===== src/common/burst_pkg.sv =====
// shared types and widths for the write-data realignment path

package burst_pkg;

    // byte lane width, every bus width here is a whole number of bytes
    localparam int BYTE_W = 8;

    // offset field sized for the widest bus of 64 bits (8 byte lanes)
    // narrower buses leave the upper bits at zero
    localparam int MAX_OFFSET_W = 3;

    // burst length is encoded as number of words minus one
    localparam int LEN_W = 8;

    // control stage states
    typedef enum logic [1:0] {
        CTRL_IDLE  = 2'd0,
        CTRL_BURST = 2'd1,
        CTRL_FLUSH = 2'd2
    } ctrl_state_e;

    // per-beat tag that follows the data from stage to stage
    // a flush beat carries only the leftover bytes of the last word
    typedef struct packed {
        logic                    valid;
        logic                    first;
        logic                    last;
        logic                    flush;
        logic [MAX_OFFSET_W-1:0] offset;
    } beat_tag_t;

endpackage

===== src/strobe_gen.sv =====
// output stage, derives the byte strobes from the beat tag and
// registers the beat that leaves the block

module strobe_gen
    import burst_pkg::*;
#(
    parameter int data_w = 32
) (
    input  logic                       clk,
    input  logic                       rst,
    input  logic                       ready_out,
    input  logic [data_w-1:0]          split_data,
    input  beat_tag_t                  tag_b,
    output logic [data_w-1:0]          out_data,
    output logic [data_w/BYTE_W-1:0]   out_strb,
    output logic                       out_last,
    output logic                       out_valid
);

    localparam int n_bytes = data_w / BYTE_W;
    localparam int off_w   = $clog2(n_bytes);

    logic [off_w-1:0]   off;
    logic [n_bytes-1:0] strb;

    assign off = tag_b.offset[off_w-1:0];

    // first beat: lanes at or above the offset
    // flush beat: lanes below the offset, i.e. the complement
    // anything else is a full word
    always_comb begin
        for (int j = 0; j < n_bytes; j++) begin
            if (tag_b.first) begin
                strb[j] = (j >= int'(off));
            end else if (tag_b.flush) begin
                strb[j] = (j < int'(off));
            end else begin
                strb[j] = 1'b1;
            end
        end
    end

    always_ff @(posedge clk) begin
        if (ready_out) begin
            out_data <= split_data;
        end
    end

    always_ff @(posedge clk or posedge rst) begin
        if (rst) begin
            out_valid <= 1'b0;
            out_last  <= 1'b0;
            out_strb  <= '0;
        end else if (ready_out) begin
            out_valid <= tag_b.valid;
            out_last  <= tag_b.valid && tag_b.last;
            // bubbles carry no enabled lanes
            out_strb  <= tag_b.valid ? strb : '0;
        end
    end

endmodule


===== config.mk =====
export PLATFORM = sky130hd
export DESIGN_NAME = strobe_gen
export DESIGN_NICKNAME = d
export VERILOG_FILES = /design/src/common/burst_pkg.sv /design/src/strobe_gen.sv
export SDC_FILE = /design/constraint.sdc
export NUM_CORES = 1
export LEC_CHECK = 0
export ABC_AREA = 1
export BUFFER_PORTS_ARGS = -buffer_cell sky130_fd_sc_hd__buf_4
export CAP_MARGIN = 40
export CORE_ASPECT_RATIO = 1.25
export CORE_UTILIZATION = 44
export CTS_CLUSTER_SIZE = 10
export DETAILED_ROUTE_END_ITERATION = 8
export PLACE_DENSITY_LB_ADDON = 0.1
export SKIP_LAST_GASP = 1
export SLEW_MARGIN = 20
export SYNTH_ARGS = -nofsm -noshare
export SYNTH_HDL_FRONTEND = slang
export SYNTH_SLANG_ARGS = --single-unit

===== constraint.sdc =====
create_clock -name clk -period 2.21 [get_ports clk]
set_clock_uncertainty 0.15 [all_clocks]
set_input_delay 0.442 -clock clk [delete_from_list [all_inputs] [get_ports clk]]
set_output_delay 0.442 -clock clk [all_outputs]
set_load 0.05 [all_outputs]

==> impl_metrics.csv <==
group,metric,value,unit
outcome,status,"finished, final reports clean",
power_and_ir_drop,p_seq_share,53.8,%
sta,slew_violations,0,
grt,antenna_found_initial,0,
floorplanning,fp.dieH,61.7,um
floorplanning,row_count,21,
detailed_routing,drcViolationCount,0,
grt,met3_usage,7.79,%
worst_hold_path,hold_path.class,"input pin to register",
detailed_routing,first_pass_iters,5,
critical_path,cp_slowest_stage_delay,0.41,ns
sta,tightest_slew,0.420,ns
grt,met1_usage,18.1,%
grt,grt_pass1_vias,735,
critical_path,crit_required,1.62,ns
logic_synthesis,synth_top_area_share,76.5,%
grt,overflow,0,
floorplanning,io_pins,80,
logic_synthesis,async_flop_share,15.8,%
floorplanning,start_util,46.4,%
cts,numClockSinks,38,
cts,clk_pin_slew,0.11,ns
floorplanning,dieWidth,49.8,um
grt,grt-busiest-layer,"met2",
power_and_ir_drop,switching_share,30.2,%
critical_path,cp_max_fo,2,
critical_path,arrival,0.93,ns
sta,setup_viol,0,
critical_path,crit_path_start_kind,"register",
place,port_buffers,78,
job,drv_cap,0,
detailed_routing,wl_per_cell,12.4,um
detailed_routing,ant_nets,0,
cts,post_cts_buffers,0,
floorplanning,core_area,0.00271,mm^2
power_and_ir_drop,combPwrFrac,24.1,%
logic_synthesis,seq_area_frac_synth,88.4,%
critical_path,path_buf_inv,1,
logic_synthesis,syn_area,0.00126,mm^2
cts,cts_tree,"built",
sta,max_slew_margin,72.0,%
place,place_ws,0.669,ns
finish,n_fill_cell,188,
grt,grt_pass1_wl,3.38,mm
cts,insertion_delay,0.32,ns
sta,finalCritPeriodShare,68.9,%
detailed_routing,drt-total-wl,2.39,mm
sta,timing.fmax,657,MHz
power_and_ir_drop,total_power,1.60,mW
power_and_ir_drop,ir_drop,0.597,mV
grt,grt_max_degree,35,
power_and_ir_drop,power_frac_clock,22.1,%
cts,ctsResizeCount,0,
sta,finalHoldViolCount,0,
cts,htreeDepth,2,
power_and_ir_drop,p_sw,0.482,mW
finish,n_antenna_cell,0,
logic_synthesis,synth_top_cells_by_area,"edfxtp_1 76%, dfrtp_1 12%, nand2_1 5.1%",
detailed_routing,drt_first_iter_violations,11,
finish,drive_gt1_share,56.3,%
critical_path,critPathCaptureType,"primary output",
logic_synthesis,synth_edf_count,32,
finish,nets,199,
place,dp_hpwl,1.81,mm
logic_synthesis,yosysWarnings,0,
sta,setup_ws,0.688,ns
grt,use_met2,27.4,%
place,gp_congestion,0.715,
logic_synthesis,yosysTopAreaCell,"edfxtp_1",
power_and_ir_drop,internal_power,1.11,mW
logic_synthesis,yosysMostFrequentCell,"edfxtp_1",
logic_synthesis,synth_commonest_cells,"32 x edfxtp_1, 17 x nand2_1, 6 x dfrtp_1",
critical_path,crit_type,"register to primary output",
power_and_ir_drop,power_density,817,mW/mm^2
grt,grtUsageTotal,16.7,%
logic_synthesis,syn_avg_cell_area,17.7,um^2
cts,cts_made_buffers,5,
power_and_ir_drop,p_leak,0.902,nW
logic_synthesis,synth_nets,113,
logic_synthesis,synth_flop_cell,"edfxtp_1",
cts,root_buffer,"clkbuf_4",
logic_synthesis,ys_ff_latch,38,
logic_synthesis,syn_inst,71,
critical_path,path_cells,"buf_4",
detailed_routing,vias,859,
cts,clk_path_buf_depth,2,
finish,area_growth,55.5,%
sta,fin_crit,1.52,ns
critical_path,crit_family,"flip-flops",
sta,rsz0062_at_grt,"false",
floorplanning,dieArea,0.00307,mm^2
logic_synthesis,ys_types,12,
critical_path,cpMaxStageDelayCell,"dfrtp_1",
detailed_routing,vias_per_cell,4.47,
sta,finalSetupTns,0,ns
==> final timing paths <==
check	startpoint	end	cells after the start	slack [ns]
worst max-delay path	out_strb[3]$_DFFE_PP0P_	out_strb[3]	1	0.69
worst min-delay path	split_data[6]	out_data[6]$_DFFE_PP_	1	0.13
worst max register to register	out_last$_DFFE_PP0P_	out_last$_DFFE_PP0P_	1	1.34
worst min register to register	out_strb[0]$_DFFE_PP0P_	out_strb[0]$_DFFE_PP0P_	2	0.35
max in group asynchronous	rst	out_strb[1]$_DFFE_PP0P_	3	1.28
min in group asynchronous	rst	out_strb[3]$_DFFE_PP0P_	3	0.43
==> layout make-up <==
| class | count | area (um^2) | area share [%] |
|---|---|---|---|
| clock buffers | 6 | 51.3 | 2.63 |
| clock inverters | 2 | 7.51 | 0.384 |
| inverters | 6 | 27.5 | 1.41 |
| multi-input cells | 27 | 118 | 6.02 |
| flip-flops and latches | 38 | 1110 | 56.9 |
| well taps | 34 | 42.5 | 2.18 |
| repair buffers | 79 | 596 | 30.5 |
==> state kept, by name, summed over array words and instances, names as in the netlist <==
name	cells
out_data	32
out_last	1
out_valid	1
out_strb	4
==> layer usage <==
layer,share of wire (%),routed length (um),vias up
met5,0,0,-
met4,0.80,19,0
met3,6.3,150,2
met2,55,1320,44
met1,38,897,396
li1,-,-,417
==> placed cells by master (no fill, tap or decap), drive strengths merged <==
| master | netlist | layout |
|---|---|---|
| o21ai | 2 | 2 |
| dfrtp | 6 | 6 |
| inv | 6 | 6 |
| nor2 | 3 | 3 |
| clkinv | 0 | 2 |
| edfxtp | 32 | 32 |
| buf | 0 | 78 |
| clkbuf | 0 | 6 |
| dlygate4sd3 | 0 | 1 |
| a22o | 1 | 1 |
| nand3 | 1 | 1 |
| nand2 | 20 | 20 |
==> power by group through the flow <==
| stage | clock, mW | combinational, mW | sequential [mW] |
|---|---|---|---|
| floorplan | 0 | 0.0208 | 1.08 |
| global placement | 0 | 0.380 | 0.873 |
| detailed placement | 0 | 0.386 | 0.875 |
| CTS | 0.360 | 0.387 | 0.860 |
| global route | 0.404 | 0.400 | 0.865 |
| finish | 0.352 | 0.384 | 0.859 |
==> what timing repair did <==
item	CTS	global route
hold buffers	1	0
hold endpoints to repair	6	0
endpoints found under the setup margin	0	0
==> cell families after synthesis <==
family,share of synthesized area [%]
AND/OR/NAND/NOR,7.87
AO/OA/AOI/OAI,1.49
flip-flops,88.4
buffers and inverters,2.19
==> stage by stage <==
step | instances | hold slack [ns] | cell area [um^2] | util [%]
final | 192 | 0.133 | 1950 | 72.2
after global routing | 192 | 0.0877 | 1950 | 72.2
after CTS | 192 | 0.116 | 1950 | 72.2
after detailed placement | 183 | 0.225 | 1880 | 69.6
after global placement | 183 | 0.225 | 1880 | 69.6
after floorplan | 71 | 0.0830 | 1260 | -
No activity file was read; power rests on OpenSTA's default activity.
