==> src/common/burst_pkg.sv <==
// shared types and widths for the write-data realignment path

package burst_pkg;

    // byte lane width, every bus width here is a whole number of bytes
    localparam int BYTE_W = 8;

    // offset field sized for the widest bus of 64 bits (8 byte lanes)
    // narrower buses leave the upper bits at zero
    localparam int MAX_OFFSET_W = 3;

    // burst length is encoded as number of words minus one
    localparam int LEN_W = 8;

    // control stage states
    typedef enum logic [1:0] {
        CTRL_IDLE  = 2'd0,
        CTRL_BURST = 2'd1,
        CTRL_FLUSH = 2'd2
    } ctrl_state_e;

    // per-beat tag that follows the data from stage to stage
    // a flush beat carries only the leftover bytes of the last word
    typedef struct packed {
        logic                    valid;
        logic                    first;
        logic                    last;
        logic                    flush;
        logic [MAX_OFFSET_W-1:0] offset;
    } beat_tag_t;

endpackage
==> src/burst_ctrl.sv <==
// control stage of the realignment path
// accepts a burst command, counts the words and issues one tag per beat

module burst_ctrl
    import burst_pkg::*;
#(
    parameter int data_w = 32
) (
    input  logic                    clk,
    input  logic                    rst,
    input  logic                    start,
    input  logic [MAX_OFFSET_W-1:0] offset,
    input  logic [LEN_W-1:0]        len,
    input  logic                    ready_out,
    output logic                    ready_in,
    output logic                    busy,
    output beat_tag_t               tag_a
);

    // number of offset bits that are meaningful for this bus width
    localparam int off_w = $clog2(data_w / BYTE_W);

    // keeps only the offset bits that address a lane of this bus
    localparam logic [MAX_OFFSET_W-1:0] offset_mask = MAX_OFFSET_W'((1 << off_w) - 1);

    ctrl_state_e             state;
    logic [LEN_W-1:0]        words_left;
    logic [MAX_OFFSET_W-1:0] offset_q;
    logic                    first_pend;

    always_ff @(posedge clk or posedge rst) begin
        if (rst) begin
            state      <= CTRL_IDLE;
            words_left <= '0;
            offset_q   <= '0;
            first_pend <= 1'b0;
        end else begin
            case (state)
                CTRL_IDLE: begin
                    // a command is taken even while the pipeline is stalled
                    // so that a single start pulse is never lost
                    if (start) begin
                        state      <= CTRL_BURST;
                        words_left <= len;
                        offset_q   <= offset & offset_mask;
                        first_pend <= 1'b1;
                    end
                end
                CTRL_BURST: begin
                    if (ready_out) begin
                        first_pend <= 1'b0;
                        if (words_left == '0) begin
                            // the last word still owes its top bytes when shifted
                            state <= (offset_q != '0) ? CTRL_FLUSH : CTRL_IDLE;
                        end else begin
                            words_left <= words_left - 1'b1;
                        end
                    end
                end
                CTRL_FLUSH: begin
                    if (ready_out) begin
                        state <= CTRL_IDLE;
                    end
                end
                default: begin
                    state <= CTRL_IDLE;
                end
            endcase
        end
    end

    // a word is consumed at every edge where the burst state advances
    assign ready_in = (state == CTRL_BURST) && ready_out;
    assign busy     = (state != CTRL_IDLE);

    // tag of the beat issued in this cycle, split stage registers it
    always_comb begin
        tag_a.valid  = (state != CTRL_IDLE);
        tag_a.first  = first_pend;
        tag_a.flush  = (state == CTRL_FLUSH);
        // the flush beat closes the burst whenever one exists
        tag_a.last   = (state == CTRL_FLUSH) ||
                       ((state == CTRL_BURST) && (words_left == '0) && (offset_q == '0));
        tag_a.offset = offset_q;
    end

endmodule

==> config.mk <==
export PLATFORM = sky130hd
export DESIGN_NAME = burst_ctrl
export DESIGN_NICKNAME = d
export VERILOG_FILES = /design/src/common/burst_pkg.sv /design/src/burst_ctrl.sv
export SDC_FILE = /design/constraint.sdc
export NUM_CORES = 1
export LEC_CHECK = 0
export ABC_AREA = 1
export ABC_CLOCK_PERIOD_IN_PS = 1490
export BUFFER_PORTS_ARGS = -buffer_cell sky130_fd_sc_hd__buf_2
export CAP_MARGIN = 10
export CORE_MARGIN = 4
export CORE_UTILIZATION = 49
export CTS_BUF_LIST = sky130_fd_sc_hd__clkbuf_2
export DETAILED_ROUTE_END_ITERATION = 8
export PLACE_DENSITY_LB_ADDON = 0.2
export SYNTH_ARGS = -nofsm -noshare
export SYNTH_HDL_FRONTEND = slang
export SYNTH_SLANG_ARGS = --single-unit
==> constraint.sdc <==
create_clock -name clk -period 1.49 [get_ports clk]
set_clock_uncertainty 0.15 [all_clocks]
set_input_delay 0.0745 -clock clk [delete_from_list [all_inputs] [get_ports clk]]
set_output_delay 0.0745 -clock clk [all_outputs]
set_load 0.02 [all_outputs]
==> run_results.csv <==
group,metric,value,unit
run_status,status,"finished with violations",
run_status,violations,"negative setup slack",
drt,vias,1156,
layout,layout.nets,213,
worst_setup_path,end_kind,"output pin",
timing,hold_ws,0.0160,ns
drt,drc_errors,0,
clock_tree,htreeDepth,1,
synth,synth_cells,139,
placed_design,dp_cells,192,
worst_setup_path,path_cells,"nor2_2 -> nand2_2 -> nor2_2 -> nand2_1 -> o22ai_2 -> buf_6",
worst_setup_path,critPathLaunchType,"flop",
worst_setup_path,crit_path_start,"words_left[2]$_DFFE_PP0P_",
synth,synthTopCellsByArea,"dfrtp_1, nand2_1, inv_1",
power_and_ir_drop,power,3570,uW
worst_setup_path,worstPathArrival,1.47,ns
min_path,worstHoldPathCells,4,
placed_design,pre_cts_ws,0.00408,ns
layout,area_growth,62.6,%
synth,syn_area,930,um^2
timing,fin_crit_sh,1.14,
clock_tree,clock_latency,0.30,ns
clock_tree,cts.sinks,13,
worst_setup_path,path_class,"reg2out",
worst_setup_path,ff2ff_setup_slack,-0.16,ns
worst_setup_path,critPathBufInv,1,
timing,hold_violations,0,
layout,stdcell_area,1510,um^2
clock_tree,cts_tree,"built",
worst_setup_path,path_delay_family,"simple AND/OR/NAND/NOR gates",
drt,first_iter_violations,34,
floorplan,die_h,51.6,um
placed_design,dp_hpwl,1.63,mm
synth,synth_nets,156,
floorplan,fp.dieW,51.6,um
clock_tree,cts-root-buf,"clkbuf_2",
min_path,min_to,"state[1]$_DFFE_PP0P_",
worst_setup_path,cp_slowest_cell,"dfrtp_1",
power_and_ir_drop,p_leak,0.000782,uW
run,cap_violations,0,
placed_design,portBuffers,21,
synth,ys_seq_area_frac,0.350,
worst_setup_path,reg2reg_depth,9,
power_and_ir_drop,peakVddDrop,1.39,mV
floorplan,die_area,2660,um^2
layout,drive_gt1_frac,0.492,
global_routing,grt_max_degree,14,
synth,synth_seq_cells,13,
timing,worst_pin_slew,0.538,ns
power_and_ir_drop,p_per_area,2360,nW/um^2
worst_setup_path,crit_top_cell,"nor2_2",
worst_setup_path,reg2reg_to,"words_left[7]$_DFFE_PP0P_",
layout,antenna_cells,0,
timing,rsz0062_at_grt,"yes",
clock_tree,path_clk_slew,0.15,ns
synth,yosys_warnings,0,
global_routing,grt_pass1_vias,1033,
min_path,hold_path.class,"in2reg",
global_routing,antenna_found_initial,0,
synth,yosysTopAreaCell,"dfrtp_1",
floorplan,rows,15,
placed_design,globalplace.congestion,0.849,
placed_design,postPlaceCellArea,1130,um^2
timing,slew_viol_final,0,
clock_tree,clockBufferDepth,2,
drt,wl,3.00,mm
timing,timing.slew.headroom,0.641,
clock_tree,cts_made_buffers,3,
drt,avgRoutedWirePerCell,13.6,um
min_path,hold_start,"ready_out",
timing,setup_viol,9,
synth,synth_cell_type_count,18,
synth,synth_top_area_frac,0.350,
floorplan,start_util,0.527,
layout,final_cells,220,
drt,final_antenna_net_count,0,
worst_setup_path,crit_fanout,2,
global_routing,grtUsageTotal,0.223,
floorplan,io_pins,24,
global_routing,grt_pass1_wl,4.45,mm
worst_setup_path,worst_r2r_startpoint,"words_left[2]$_DFFE_PP0P_",
worst_setup_path,cpPeakStageDelay,0.43,ns
worst_setup_path,crit_required,1.27,ns
synth,syn_avg_cell_area,6.69,um^2
layout,layout_common_cells,"nand2_1, buf_4, buf_2",
drt,drt_first_pass_iters,5,
floorplan,core_area,1760,um^2
layout,layout_commonest_cell,"nand2_1",
timing,fin_ws,-0.206,ns
timing,period_needed,1.70,ns
timing,fmax,0.589,GHz
drt,avgViaCountPerCell,5.25,
global_routing,grt_overflow,0,
## where the power goes
part / switching [uW] / total, uW / internal (uW)
clock network: 139 / 210 / 71.1
logic: 1550 / 2700 / 1150
registers: 134 / 666 / 532
## Yosys cell counts (all sizes together)
cell type	n
inv	21
o22ai	1
o21bai	1
dfrtp	13
o21ai	15
nand3	10
nand2	54
ha	2
nor2	15
conb	1
buf	6
## kinds of logic after synthesis
| logic type | after synthesis | synth area share |
|---|---|---|
| AND/OR/NAND/NOR | 79 | 0.359 |
| flip-flops | 13 | 0.350 |
| AO/OA/AOI/OAI | 17 | 0.124 |
| other | 1 | 0.00403 |
| buffers and inverters | 27 | 0.136 |
| adder cells (fa/ha/maj) | 2 | 0.0269 |
## metrics by stage
step | utilization | TNS, ns
3_5_place_dp | 0.640 | 0
2_1_floorplan | - | 0
5_1_grt | 0.857 | -1.24
3_3_place_gp | 0.640 | 0
6_report | 0.857 | -0.842
4_1_cts | 0.777 | -0.192
## flip-flops by register name, indices dropped and copies added, names as in the netlist
name        flops
words_left      8
offset_q        2
first_pend      1
state           2
## worst register-to-register path: cells and delay by family, from the launching register on
family / cells / cell delay, ns
buf+inv: 2 / 0.31
simple gates: 7 / 0.73
flops: 1 / 0.43
## per-layer routing
metal	vias up	routed length, um	track usage
met5	-	0	0
met4	0	125	0.0611
met3	29	220	0.0430
met2	79	1490	0.415
met1	518	1160	0.256
li1	530	-	-
## area by class of cell
class | count | area [um^2]
inverters | 21 | 95.1
fillers | 105 | 253
flip-flops and latches | 13 | 327
multi-input cells | 99 | 598
repair buffers | 58 | 440
well taps | 25 | 31.3
clock buffers | 4 | 20.0
## worst max-delay path by stage
stage	to	cells past startpoint
5_1_grt	tag_a[4]	6
2_1_floorplan	words_left[0]$_DFFE_PP0P_	10
3_5_place_dp	words_left[2]$_DFFE_PP0P_	9
4_1_cts	tag_a[4]	7
3_3_place_gp	words_left[2]$_DFFE_PP0P_	9
6_report	tag_a[4]	6
## timing repair
action	CTS	global route
endpoints found under the setup margin	6	11
pin swaps	6	10
resized for setup	12	37
hold buffers	11	0
setup buffers	10	4
gates cloned	0	0
hold endpoints to repair	23	0
Note: power is estimated with default switching activity, not from simulation.
